==> src/hdl/g729Pkg.sv <==
package g729Pkg;

	//////////////////////////////
	// Sizes
	//////////////////////////////

	localparam int NUM_UNITS = 12;                  // Width of start and done vectors

	localparam int DEFAULT_FRAMES_PER_PASS = 2;     // Frame pulses per encoding pass
	localparam int DEFAULT_SUBFRAMES = 2;           // Subframes per pass
	localparam int DEFAULT_SUBFRAME_LEN = 40;       // Samples per subframe

	//////////////////////////////
	// Steps and units
	//////////////////////////////

	// Step code doubles as the datapath mux select
	typedef enum logic [3:0] {
		STEP_AUTOCORR     = 4'd0,
		STEP_LAG_WINDOW   = 4'd1,
		STEP_LEVINSON     = 4'd2,
		STEP_AZ_LSP       = 4'd3,
		STEP_QUA_LSP      = 4'd4,
		STEP_WEIGHT_AZ    = 4'd5,
		STEP_SYN_FILT     = 4'd6,
		STEP_PITCH_FR3    = 4'd7,
		STEP_PARITY_PITCH = 4'd8,
		STEP_ACELP        = 4'd9,
		STEP_QUA_GAIN     = 4'd10,
		STEP_COPY         = 4'd11,
		STEP_NONE         = 4'd15                     // End of chain or body marker
	} stepE;

	typedef enum logic [3:0] {
		UNIT_AUTOCORR     = 4'd0,
		UNIT_LAG_WINDOW   = 4'd1,
		UNIT_LEVINSON     = 4'd2,
		UNIT_AZ_LSP       = 4'd3,
		UNIT_QUA_LSP      = 4'd4,
		UNIT_WEIGHT_AZ    = 4'd5,
		UNIT_SYN_FILT     = 4'd6,
		UNIT_PITCH_FR3    = 4'd7,
		UNIT_PARITY_PITCH = 4'd8,
		UNIT_ACELP        = 4'd9,
		UNIT_QUA_GAIN     = 4'd10,
		UNIT_COPY         = 4'd11
	} unitE;

	function automatic unitE unitOf(input stepE step);
		case (step)
			STEP_LAG_WINDOW:   return UNIT_LAG_WINDOW;
			STEP_LEVINSON:     return UNIT_LEVINSON;
			STEP_AZ_LSP:       return UNIT_AZ_LSP;
			STEP_QUA_LSP:      return UNIT_QUA_LSP;
			STEP_WEIGHT_AZ:    return UNIT_WEIGHT_AZ;
			STEP_SYN_FILT:     return UNIT_SYN_FILT;
			STEP_PITCH_FR3:    return UNIT_PITCH_FR3;
			STEP_PARITY_PITCH: return UNIT_PARITY_PITCH;
			STEP_ACELP:        return UNIT_ACELP;
			STEP_QUA_GAIN:     return UNIT_QUA_GAIN;
			STEP_COPY:         return UNIT_COPY;
			default:           return UNIT_AUTOCORR;
		endcase
	endfunction

	// Walks the LPC chain and the subframe body, parity rule left to the caller
	function automatic stepE nextStep(input stepE step);
		case (step)
			STEP_AUTOCORR:     return STEP_LAG_WINDOW;
			STEP_LAG_WINDOW:   return STEP_LEVINSON;
			STEP_LEVINSON:     return STEP_AZ_LSP;
			STEP_AZ_LSP:       return STEP_QUA_LSP;
			STEP_WEIGHT_AZ:    return STEP_SYN_FILT;
			STEP_SYN_FILT:     return STEP_PITCH_FR3;
			STEP_PITCH_FR3:    return STEP_PARITY_PITCH;
			STEP_PARITY_PITCH: return STEP_ACELP;
			STEP_ACELP:        return STEP_QUA_GAIN;
			default:           return STEP_NONE;      // After QUA_LSP, QUA_GAIN, COPY
		endcase
	endfunction

endpackage

==> src/hdl/frameGate.sv <==
`timescale 1ns/1ps

module frameGate #(
	parameter int FRAMES_PER_PASS = g729Pkg::DEFAULT_FRAMES_PER_PASS
) (
	input  logic clock,
	input  logic reset,
	input  logic start,
	input  logic divErr,
	input  logic frameDone,
	input  logic analysisTaken,
	output logic armed,
	output logic analysisPending,
	output logic abortReq
);

	localparam int CNT_W = (FRAMES_PER_PASS > 1) ? $clog2(FRAMES_PER_PASS) : 1;

	logic [CNT_W-1:0] frameCount;   // Frame pulses seen in the current group
	logic countWrap;                // Last pulse of a group

	assign countWrap = armed && frameDone &&
		(frameCount == CNT_W'(FRAMES_PER_PASS - 1));

	//////////////////////////////
	// Arm, count, pending
	//////////////////////////////

	always_ff @(posedge clock)
	begin
		if (reset)
		begin
			armed <= 1'b0;
			frameCount <= '0;
			analysisPending <= 1'b0;
			abortReq <= 1'b0;
		end
		else
		begin
			abortReq <= divErr;            // One cycle behind the error
			if (divErr)
			begin
				armed <= 1'b0;
				frameCount <= '0;
				analysisPending <= 1'b0;
			end
			else
			begin
				if (start)
					armed <= 1'b1;
				if (armed && frameDone)
				begin
					if (countWrap)
						frameCount <= '0;
					else
						frameCount <= frameCount + 1'b1;
				end
				// A new group wins over a take in the same cycle
				if (countWrap)
					analysisPending <= 1'b1;
				else if (analysisTaken)
					analysisPending <= 1'b0;
			end
		end
	end

	// Sequencer only takes a pass that was flagged here
	assert property (@(posedge clock) disable iff (reset || abortReq)
		analysisTaken |-> analysisPending)
		else $error("frameGate: analysisTaken without a pending pass");

endmodule

==> src/hdl/encoderSequencer.sv <==
`timescale 1ns/1ps

module encoderSequencer #(
	parameter int SUBFRAMES = g729Pkg::DEFAULT_SUBFRAMES,
	parameter int SUBFRAME_LEN = g729Pkg::DEFAULT_SUBFRAME_LEN
) (
	input  logic clock,
	input  logic reset,
	input  logic armed,
	input  logic analysisPending,
	input  logic abortReq,
	input  logic [g729Pkg::NUM_UNITS-1:0] unitDone,
	output logic analysisTaken,
	output logic issue,
	output g729Pkg::stepE issueStep,
	output logic passEnd,
	output logic [15:0] subframeIdx
);

	import g729Pkg::*;

	localparam int SUB_W = $clog2(SUBFRAMES + 1);

	typedef enum logic [2:0] {
		IDLE,
		WAIT_FRAME,
		ISSUE,
		WAIT_DONE,
		LOOP_CHECK,
		FINISH
	} stateE;

	stateE state;
	stepE curStep;                  // Step in flight or about to issue
	stepE followStep;               // Successor with the parity rule applied
	stepE loopStep;                 // Body start or copy at the loop check
	logic [SUB_W-1:0] subCount;
	logic stepDone;                 // Done bit of the awaited unit

	assign stepDone = unitDone[unitOf(curStep)];
	assign loopStep = (subCount < SUB_W'(SUBFRAMES)) ? STEP_WEIGHT_AZ : STEP_COPY;

	always_comb
	begin
		followStep = nextStep(curStep);
		// Parity pitch belongs to the first subframe only
		if (followStep == STEP_PARITY_PITCH && subCount != '0)
			followStep = nextStep(STEP_PARITY_PITCH);
	end

	//////////////////////////////
	// Outputs
	//////////////////////////////

	// The loop check issues directly so every step follows its done by one cycle
	assign issue = (state == ISSUE) || (state == LOOP_CHECK);
	assign issueStep = (state == LOOP_CHECK) ? loopStep : curStep;
	assign passEnd = (state == FINISH);

	//////////////////////////////
	// State machine
	//////////////////////////////

	always_ff @(posedge clock)
	begin
		if (reset)
		begin
			state <= IDLE;
			curStep <= STEP_AUTOCORR;
			subCount <= '0;
			subframeIdx <= '0;
			analysisTaken <= 1'b0;
		end
		else
		begin
			analysisTaken <= 1'b0;
			if (abortReq)
				state <= IDLE;               // Divide error drops the pass
			else
			begin
				case (state)
					IDLE:
					begin
						if (armed)
							state <= WAIT_FRAME;
					end
					WAIT_FRAME:
					begin
						if (!armed)
							state <= IDLE;
						else if (analysisPending)
						begin
							state <= ISSUE;
							curStep <= STEP_AUTOCORR;
							subCount <= '0;
							subframeIdx <= '0;
							analysisTaken <= 1'b1;
						end
					end
					ISSUE:
						state <= WAIT_DONE;
					WAIT_DONE:
					begin
						if (stepDone)
						begin
							if (curStep == STEP_COPY)
								state <= FINISH;
							else if (curStep == STEP_QUA_GAIN)
							begin
								// Subframe body finished
								subCount <= subCount + 1'b1;
								subframeIdx <= subframeIdx + 16'(SUBFRAME_LEN);
								state <= LOOP_CHECK;
							end
							else if (followStep == STEP_NONE)
							begin
								curStep <= STEP_WEIGHT_AZ;   // LPC chain done
								state <= ISSUE;
							end
							else
							begin
								curStep <= followStep;
								state <= ISSUE;
							end
						end
					end
					LOOP_CHECK:
					begin
						curStep <= loopStep;
						state <= WAIT_DONE;
					end
					FINISH:
					begin
						if (armed)
							state <= WAIT_FRAME;
						else
							state <= IDLE;
					end
					default:
						state <= IDLE;
				endcase
			end
		end
	end

	// A unit must not report done in the cycle its successor is issued
	assert property (@(posedge clock) disable iff (reset)
		issue |-> !stepDone)
		else $error("encoderSequencer: issue collides with an awaited done");

endmodule

==> src/hdl/unitDispatch.sv <==
`timescale 1ns/1ps

module unitDispatch (
	input  logic clock,
	input  logic reset,
	input  logic issue,
	input  g729Pkg::stepE issueStep,
	input  logic passEnd,
	input  logic abortReq,
	output logic [g729Pkg::NUM_UNITS-1:0] unitStart,
	output logic [5:0] mathMuxSel,
	output logic done
);

	import g729Pkg::*;

	logic [NUM_UNITS-1:0] startDecode;   // One-hot of the issued unit

	assign startDecode = NUM_UNITS'(1) << unitOf(issueStep);

	//////////////////////////////
	// Registered outputs
	//////////////////////////////

	always_ff @(posedge clock)
	begin
		if (reset)
		begin
			unitStart <= '0;
			mathMuxSel <= '0;
			done <= 1'b0;
		end
		else if (abortReq)
		begin
			unitStart <= '0;                 // Nothing leaves after an abort
			mathMuxSel <= '0;
			done <= 1'b0;
		end
		else
		begin
			if (issue)
			begin
				unitStart <= startDecode;
				mathMuxSel <= 6'(issueStep);  // Held until the next issue
			end
			else
				unitStart <= '0;
			done <= passEnd;
		end
	end

	// Each unit start is a single-cycle pulse
	assert property (@(posedge clock) disable iff (reset)
		unitStart != '0 |=> unitStart == '0)
		else $error("unitDispatch: unit start held for more than one cycle");

endmodule

==> src/hdl/g729Control.sv <==
`timescale 1ns/1ps

module g729Control #(
	parameter int FRAMES_PER_PASS = g729Pkg::DEFAULT_FRAMES_PER_PASS,
	parameter int SUBFRAMES = g729Pkg::DEFAULT_SUBFRAMES,
	parameter int SUBFRAME_LEN = g729Pkg::DEFAULT_SUBFRAME_LEN
) (
	input  logic clock,
	input  logic reset,
	input  logic start,
	input  logic divErr,
	input  logic frameDone,
	input  logic [g729Pkg::NUM_UNITS-1:0] unitDone,
	output logic [g729Pkg::NUM_UNITS-1:0] unitStart,
	output logic [5:0] mathMuxSel,
	output logic [15:0] subframeIdx,
	output logic done
);

	import g729Pkg::*;

	logic armed;
	logic analysisPending;
	logic abortReq;
	logic analysisTaken;
	logic issue;
	logic passEnd;
	stepE issueStep;

	//////////////////////////////
	// Frame side, sequencer, dispatch
	//////////////////////////////

	frameGate #(
		.FRAMES_PER_PASS(FRAMES_PER_PASS)
	) u_frameGate (
		.clock(clock),
		.reset(reset),
		.start(start),
		.divErr(divErr),
		.frameDone(frameDone),
		.analysisTaken(analysisTaken),
		.armed(armed),
		.analysisPending(analysisPending),
		.abortReq(abortReq)
	);

	encoderSequencer #(
		.SUBFRAMES(SUBFRAMES),
		.SUBFRAME_LEN(SUBFRAME_LEN)
	) u_encoderSequencer (
		.clock(clock),
		.reset(reset),
		.armed(armed),
		.analysisPending(analysisPending),
		.abortReq(abortReq),
		.unitDone(unitDone),
		.analysisTaken(analysisTaken),
		.issue(issue),
		.issueStep(issueStep),
		.passEnd(passEnd),
		.subframeIdx(subframeIdx)
	);

	unitDispatch u_unitDispatch (
		.clock(clock),
		.reset(reset),
		.issue(issue),
		.issueStep(issueStep),
		.passEnd(passEnd),
		.abortReq(abortReq),
		.unitStart(unitStart),
		.mathMuxSel(mathMuxSel),
		.done(done)
	);

endmodule

==> config.mk <==
export PLATFORM = sky130hd
export DESIGN_NAME = g729Control
export DESIGN_NICKNAME = d
export VERILOG_FILES = /design/src/hdl/g729Pkg.sv /design/src/hdl/frameGate.sv /design/src/hdl/encoderSequencer.sv /design/src/hdl/unitDispatch.sv /design/src/hdl/g729Control.sv
export SDC_FILE = /design/constraint.sdc
export NUM_CORES = 1
export LEC_CHECK = 0
export BUFFER_PORTS_ARGS = -buffer_cell sky130_fd_sc_hd__buf_2
export CAP_MARGIN = 20
export CORE_MARGIN = 2
export CORE_UTILIZATION = 49
export DETAILED_ROUTE_END_ITERATION = 10
export PLACE_DENSITY_LB_ADDON = 0.2
export SLEW_MARGIN = 20
export SYNTH_ARGS = -nofsm -noshare
export SYNTH_HDL_FRONTEND = slang
export SYNTH_SLANG_ARGS = --single-unit
export TNS_END_PERCENT = 20
==> constraint.sdc <==
create_clock -name clock -period 2.7 [get_ports clock]
set_clock_uncertainty 0.2 [all_clocks]
set_input_delay 0.54 -clock clock [delete_from_list [all_inputs] [get_ports clock]]
set_output_delay 0.54 -clock clock [all_outputs]
set_load 0.01 [all_outputs]
======== Word-level counts from Yosys, hierarchy flattened ========
Memory sizes are Yosys's and may differ from the RTL's. A register that Yosys moved wholly into a read port is not among the register bits.
Cells that the tools add are included.
cells by class
  divide/modulo/power cells ............... 0
  multiply operators ...................... 0
  add/subtract/negate cells ............... 3
  bitwise gates (word level) .............. 4
  magnitude comparators ................... 2
  shift-type cells ........................ 1
  reduce and logical (&&, ||, !) cells .... 17
  eq/ne operators ......................... 17
  mux-type cells .......................... 40
operators by type and width
  kind                                                        number
  two-way mux 16 bit                                          5
  two-way mux 4 bit                                           13
  case mux 16 bit (2 select lines)                            1
  two-way mux 3 bit                                           6
  adder 16 x 6 -> 16 bit, second input constant               1
  equality test 4 bit, second input constant                  4
  case mux 3 bit (5 select lines)                             1
  AND reduction 7 bit                                         2
  case mux 4 bit (3 select lines)                             1
  << shifter 1 x 4 -> 12 bit, first input constant            1
  two-way mux 2 bit                                           5
  inequality test 2 bit, second input constant                5
  equality test 3 x 2 -> 1 bit, second input constant         2
  equality test 3 bit, second input constant                  2
  two-way mux 1 bit                                           6
  nonzero test 2 bit                                          3
  OR reduction 2 bit                                          3
  less-than comparator 4 x 5 -> 1 bit, second input constant  1
  binary-select mux 1 bit (select 4 bit)                      1
  inequality test 2 x 1 -> 1 bit, second input constant       2
  NOT 1 bit                                                   4
  case mux 2 bit (2 select lines)                             1
  OR reduction 4 bit                                          1
  equality test 3 x 1 -> 1 bit, second input constant         1
  other kinds (10)                                            12
word-level totals
  bits in registers ....................... 47
  latch bits .............................. 0
  word-level logic and storage cells ...... 99
  bits in read-only memories .............. 192
  memories ................................ 3
  output and inout port bits .............. 35
  bits in writable memories ............... 0
memories
  memory           depth  bits a word  rd ports  clocked after memory_dff  write ports  line           source
  (no name shown)  16     4            1         1                         0            g729Pkg.sv:68  case (step)
  (no name shown)  16     4            1         1                         0            g729Pkg.sv:50  case (step)
  (no name shown)  16     4            1         0                         0            g729Pkg.sv:50

======== Longest topological paths before layout ========
Gate-level depths: netlist (run 1).
  word-level depth ........................ 11
  depth in mapped cells ................... 11

======== Modules after synthesis ========
Synthesis (run 1) repeated with hierarchy kept, for this count alone.
second synthesis, totals
  cell total of the unflattened synthesis .. 278
  area, all modules ....................... 2543.7 µm²
modules (own cells, without submodules)
  module            instances  cells an instance  area each (µm²)
  encoderSequencer  1          207                1788.0
  unitDispatch      1          57                 616.8
  frameGate         1          14                 138.9

======== Worst setup path before layout (run 1) ========
No wires, ideal clock.
  path kind ............................... reg-to-reg
  start point ............................. register u_encoderSequencer.state[0]
  end point ............................... register (tool-made name)
  library setup time ...................... 117 ps
  arrival ................................. 2416 ps
  setup slack ............................. -33 ps
  path buffers ............................ 1
  stages on the path, launching flop included .. 12
  data required time ...................... 2383 ps
  clock period less this slack ............ 2733 ps
  path through ............................ dfxtp_1 buf_6 nor3b_1 a21oi_1 a21o_1 a31oi_4 nor2_1 a311oi_2 inv_1 ha_1 mux2i_1 o22a_1
RTL lines
  element                 line                    source
  from (decl)             encoderSequencer.sv:33  stateE state;
  from (signal assigned)  encoderSequencer.sv:68  state <= IDLE;
  from (signal assigned)  encoderSequencer.sv:78  state <= IDLE;
  from (signal assigned)  encoderSequencer.sv:85  state <= WAIT_FRAME;

==> results of run 1 <==
==> per-stage QoR <==
| step | hold WS [ns] | util (%) | TNS (ns) | instances | worst slack, ns |
|---|---|---|---|---|---|
| floorplan | 0.296 | - | -0.00630 | 279 | -0.00630 |
| global placement | 0.290 | 60.4 | 0 | 397 | 0.0904 |
| detailed placement | 0.294 | 60.4 | -0.0139 | 397 | -0.0139 |
| CTS | 0.227 | 62.3 | 0 | 405 | 0.0488 |
| global route | 0.248 | 64.0 | -0.0547 | 409 | -0.0274 |
| finish | 0.232 | 64.0 | 0 | 409 | 0.0392 |
==> kinds of logic after synthesis <==
| logic type | count (synthesis) | synth area share (%) |
|---|---|---|
| buffers and inverters | 29 | 5.88 |
| other | 1 | 0.151 |
| AND/OR/NAND/NOR | 122 | 27.0 |
| flip-flops | 52 | 41.8 |
| XOR/XNOR | 14 | 4.92 |
| AO/OA/AOI/OAI | 39 | 11.6 |
| multiplexers | 12 | 5.68 |
| adder cells (fa/ha/maj) | 6 | 3.01 |
==> worst reg2reg max path, cell delays in order, from the launching register on <==
cell,delay [ns]
dfxtp_2,0.33
nand2b_4,0.13
or3_4,0.33
a21o_1,0.21
a31oi_4,0.23
nor2_2,0.09
a311oi_2,0.38
inv_1,0.15
ha_4,0.30
mux2i_1,0.06
o22a_1,0.15
==> worst max-delay path by stage <==
stage	from	to	cells after the start
after floorplan	u_frameGate.armed	flop	10
after global placement	unitDone[7]	flop	9
after detailed placement	unitDone[7]	flop	10
after CTS	u_encoderSequencer.state[2]	flop	10
after global routing	u_encoderSequencer.state[2]	flop	9
final	u_encoderSequencer.state[2]	flop	10
==> per-layer routing <==
layer / vias up / GRT usage, % / wire, um
met2: 51 / 29.2 / 2450
met1: 971 / 25.3 / 2440
met3: 4 / 4.37 / 212
met4: 0 / 5.85 / 40
li1: 1068 / - / -
met5: - / 0 / 0
==> cells in the mapped netlist (5+ instances only) <==
| cell type | instances |
|---|---|
| dfxtp_1 | 52 |
| nor2_1 | 44 |
| nand2_1 | 17 |
| a21oi_1 | 13 |
| xnor2_1 | 12 |
| clkbuf_1 | 9 |
| inv_1 | 9 |
| mux2i_1 | 9 |
| nor3_1 | 9 |
| nand2b_1 | 7 |
| o21ai_0 | 7 |
| ha_1 | 6 |
| nor2b_1 | 6 |
| buf_4 | 5 |
==> final cells by class <==
class                      instances  area, um2
timing repair buffer              74        460
inverter                          10       37.5
clock inverter                     2       10.0
multi-input combinational        198       1360
sequential                        52       1050
clock buffer                       6       82.6
fill                             431       1730
tap                               67       83.8
==> power groups by stage <==
stage	combinational, W	clock, W	sequential, W
5_1_grt	0.0000590	0.000492	0.000772
3_3_place_gp	0.0000511	0	0.000789
4_1_cts	0.0000519	0.000465	0.000771
6_report	0.0000530	0.000446	0.000771
3_5_place_dp	0.0000517	0	0.000789
2_1_floorplan	0.0000361	0	0.000788
==> repair_timing <==
item,CTS,global route
setup buffers,0,4
resized for setup,0,13
setup endpoints to repair,0,3
hold buffers,0,0
==> reports/qor.txt, run 1 <==
Internal: 0.000998 W
Pre-antenna DRT Iters: 4
CP max stage cell: a311oi_2
Peak supply drop: 0.193 mV
Number of buffers added on ports: 46
Mapped Avg Cell Area: 9.06 um2
Max-cap violations: 0
CP Class: flop to flop
CP cell instances: nand2b_4 > or3_4 > a21o_1 > a31oi_4 > nor2_2 > a311oi_2 > inv_1 > ha_4 > mux2i_1 > o22a_1
Largest net degree at the start of global routing: 19
Worst-Margin Slew: 0.584 ns
H-Tree Depth: 2
Hold EP: u_frameGate.analysisPending
Depth of the worst register-to-register path: 10
Fin crit share: 98.5%
P_sw: 0.000273 W
Yosys cell types: 57
Root Driver: clkbuf_8
Mapped Area: 0.00249 mm2
Area contributors post-synth: dfxtp_1 42%, nor2_1 6.6%, xnor2_1 4.2%, mux2i_1 3.6%, ha_1 3.0%
Final setup viols: 0
Slew HR: 61.1%
Crit end category: flop
CTS Buf Count: 5
Commonest non-fill, non-tap cell in the layout: dfxtp_1
Post-Route WL: 5150 um
Detail Route Antenna Nets: 0
Synth warn: 0
CP startpoint kind: flop
Nets: 364
CP max FO: 4
Post-synth top area cell: dfxtp_1
Number of antenna diodes: 0
Clock power share: 35.1%
Slew Viols, Final: 0
GPL Wtd Cong: 0.837
TritonCTS clock tree: built
WL/cell: 12.6 um
Most frequent cells in the layout: 47 x dfxtp_1, 46 x buf_2, 43 x nor2_1
CP Data Required Time: 2.70 ns
Final hold vios: 0
Worst r2r src: u_encoderSequencer.state[2]
Share of layout cells above drive strength 1: 32.7%
Area of the die: 0.00567 mm2
Syn Inst Count: 275
Total GRT Usage: 18.5%
HPWL Detailed: 3750 um
Crit-path max cell delay: 0.38 ns
Fmax: 376 MHz
Async SR Flop Fraction: 0%
Via count: 2094
Core area: 0.00482 mm2
CTS Sinks: 52
Initial DRC Count: 76
Synth top area share: 41.8%
Seq cells post-synth: 52
Clock slew at the register clock pins of the worst setup and hold paths: 0.09 ns
Initial Utilization: 51.7%
Post-synth EDFFs: 0
Placed Area: 0.00291 mm2
Hold depth: 2
Vias per cell: 5.12
Synth-to-layout area growth: 23.8%
Die width: 75.3 um
Min-delay worst type: primary input to flop
Crit path time final: 2.66 ns
CP Buf/Inv Count: 1
First-pass GRT wire length: 8060 um
Leakage: 1.33 nW
Seq pwr share: 60.7%
Comb power frac: 4.2%
Drt drc: 0
Sequential share of the synthesized area: 41.8%
Vias in the first global route: 1825
Core Rows: 25
Design Area, Final: 0.00308 mm2
Status: finished clean
CP top delay family: compound AO/OA/AOI/OAI gates
Antenna violations before repair: 0
Total design power: 0.00127 W
Main synth FF type: dfxtp_1
Grt ovf: 0
Longest Clk Path Bufs: 2
Power Density: 412 mW/mm2
Arrival @ worst endpoint: 2.66 ns
Switch share: 21.5%
Boundary pin count: 52
Die height: 75.3 um
Hold path start: divErr
R2r setup slk: 0.04 ns
Clock Latency Late Sink: 0.30 ns
No activity file was read; power rests on OpenSTA's default activity.
==> inputs of run 2 (changes only) <==
==> constraint.sdc (replaced) <==
create_clock -name clock -period 2.7 [get_ports clock]
set_clock_uncertainty 0.2 [all_clocks]
set_input_delay 0.135 -clock clock [delete_from_list [all_inputs] [get_ports clock]]
set_output_delay 0.135 -clock clock [all_outputs]
set_load 0.01 [all_outputs]
==> run 2 against run 1 <==
  * Sequential power about the same
  * Worst setup slack improved by 0.054 ns
  * Register-to-register slack improved by 0.05 ns
  * Critical path type unchanged
  * Largest cell class unchanged
==> reports/qor.txt, run 2 (synthesis results as in run 1) <==
Status: finished clean (unchanged)
Fin crit share: 96.5% (was 98.5%)
Sum of negative setup slack: 0 ns (unchanged)
Initial Utilization: 51.7% (unchanged)
Vias per cell: 5.17 (was 5.12)
Clock slew at the register clock pins of the worst setup and hold paths: 0.09 ns (about the same)
Grt ovf: 0 (unchanged)
Slew HR: 58.3% (was 61.1%)
Nets: 360 (was 364)
Synth-to-layout area growth: 21.0% (was 23.8%)
Share of layout cells above drive strength 1: 28.8% (was 32.7%)
Arrival @ worst endpoint: 2.61 ns (was 2.66 ns)
CTS Sinks: 52 (unchanged)
Slew Viols, Final: 0 (unchanged)
Largest net degree at the start of global routing: 19 (unchanged)
WL/cell: 12.3 um (was 12.6 um)
Final hold slack: 0.0107 ns (was 0.232 ns)
HPWL Detailed: 3760 um (was 3750 um)
Via count: 2088 (was 2094)
CP Class: flop to flop (unchanged)
CP Buf/Inv Count: 0 (was 1)
Total GRT Usage: 18.4% (was 18.5%)
Most frequent cells in the layout: 50 x dfxtp_1, 46 x buf_2, 44 x nor2_1 (was 47 x dfxtp_1, 46 x buf_2, 43 x nor2_1)
Antenna violations before repair: 0 (unchanged)
WL met3: 235 um (was 212 um)
Core Rows: 25 (unchanged)
First-pass GRT wire length: 8180 um (was 8060 um)
Max Used Layer: met4 (unchanged)
Boundary pin count: 52 (unchanged)
CTS Buf Count: 5 (unchanged)
Commonest non-fill, non-tap cell in the layout: dfxtp_1 (unchanged)
Max-cap violations: 0 (unchanged)
Root Driver: clkbuf_8 (unchanged)
RSZ-0062 raised after global routing: yes
Vias in the first global route: 1786 (was 1825)
Post-Route WL: 4980 um (was 5150 um)
Cells after DPL: 392 (was 397)
Drt drc: 0 (unchanged)
Core area: 0.00482 mm2 (unchanged)
GPL Wtd Cong: 0.828 (was 0.837)
Crit end category: flop (unchanged)
Crit-path max cell delay: 0.38 ns (about the same)
Crit path time final: 2.61 ns (was 2.66 ns)
Total design power: 0.00129 W (was 0.00127 W)
TritonCTS clock tree: built (unchanged)
Final setup viols: 0 (unchanged)
R2r setup slk: 0.09 ns (was 0.04 ns)
CP Data Required Time: 2.70 ns (about the same)
Setup WS pre-CTS: 0.0802 ns (was -0.0139 ns)
PnR worst setup slack: 0.0935 ns (was 0.0392 ns)
Die height: 75.3 um (unchanged)
Worst-Margin Slew: 0.625 ns (was 0.584 ns)
Detail Route Antenna Nets: 0 (unchanged)
Die width: 75.3 um (unchanged)
Peak supply drop: 0.413 mV (was 0.193 mV)
CP top delay family: simple AND/OR/NAND/NOR gates (was compound AO/OA/AOI/OAI gates)
Min-delay worst type: primary input to flop (unchanged)
CP cell instances: nand2b_1 > or3_4 > a21o_1 > a31oi_4 > mux2i_2 > nor2_1 > ha_1 > or3_1 > o211a_1 (was nand2b_4 > or3_4 > a21o_1 > a31oi_4 > nor2_2 > a311oi_2 > inv_1 > ha_4 > mux2i_1 > o22a_1)
Final hold vios: 0 (unchanged)
Longest Clk Path Bufs: 2 (unchanged)
Number of buffers added on ports: 46 (unchanged)
Pre-antenna DRT Iters: 5 (was 4)
H-Tree Depth: 2 (unchanged)
Number of antenna diodes: 0 (unchanged)
Leakage: 1.30 nW (was 1.33 nW)
Area of the die: 0.00567 mm2 (unchanged)
Filler instances: 453 (was 431)
Power Density: 429 mW/mm2 (was 412 mW/mm2)
CP startpoint kind: flop (unchanged)
Clock Latency Late Sink: 0.30 ns (about the same)
CP max FO: 4 (unchanged)
Metal-1 WL: 2410 um (was 2440 um)
CP max stage cell: or3_4 (was a311oi_2)
Multi-input logic area: 0.00133 mm2 (was 0.00136 mm2)
Fmax: 384 MHz (was 376 MHz)
Met2 wire len: 2260 um (was 2450 um)
Initial DRC Count: 135 (was 76)
Register area: 0.00104 mm2 (was 0.00105 mm2)
Post-route non-filler standard cell count: 404 (was 409)
[run 2: final cells by class]
type | instances | area share (%)
Timing Repair Buffer | 70 | 13.9
Multi-Input combinational cell | 198 | 44.2
Sequential cell | 52 | 34.6
Clock buffer | 7 | 3.20
Inverter | 10 | 1.25
Tap cell | 67 | 2.78
[run 2: path summary, 6_finish.rpt]
| check | startpoint | to | cells after the start |
|---|---|---|---|
| max reg2reg | u_encoderSequencer.state[2] | flop | 9 |
| min | reset | u_encoderSequencer.curStep[0] | 2 |
| max | u_encoderSequencer.state[2] | flop | 9 |
| min reg2reg | u_unitDispatch.mathMuxSel[3] | u_unitDispatch.mathMuxSel[3] | 2 |
[run 2: routing by layer]
metal / GRT usage [%] / vias up
met1: 26.0 / 958
li1: - / 1060
met4: 6.24 / 0
met2: 28.6 / 63
met3: 3.31 / 7
met5: 0 / -
[run 2: power breakdown]
| part | switching [W] | internal [W] |
|---|---|---|
| sequential | 0.00000227 | 0.000769 |
| clock | 0.000239 | 0.000229 |
| combinational | 0.0000294 | 0.0000251 |
[run 2: stage by stage]
step / utilization (%) / cell area [um2]
6_report: 62.6 / 3010
5_1_grt: 62.6 / 3010
4_1_cts: 62.2 / 3000
3_5_place_dp: 59.4 / 2860
3_3_place_gp: 59.4 / 2860
2_1_floorplan: - / 2510
[run 2: what timing repair did]
| action | CTS | global route |
|---|---|---|
| hold buffers | 4 | 0 |
| resized for setup | 0 | 4 |
| endpoints found under the setup margin | 0 | 2 |
| endpoints found under the hold margin | 4 | 0 |
| buffers inserted | 0 | 1 |
[run 2: worst register-to-register path, stage by stage (launching register included)]
cell,delay [ns]
dfxtp_1,0.32
nand2b_1,0.14
or3_4,0.38
a21o_1,0.20
a31oi_4,0.22
mux2i_2,0.29
nor2_1,0.09
ha_1,0.19
or3_1,0.36
o211a_1,0.12
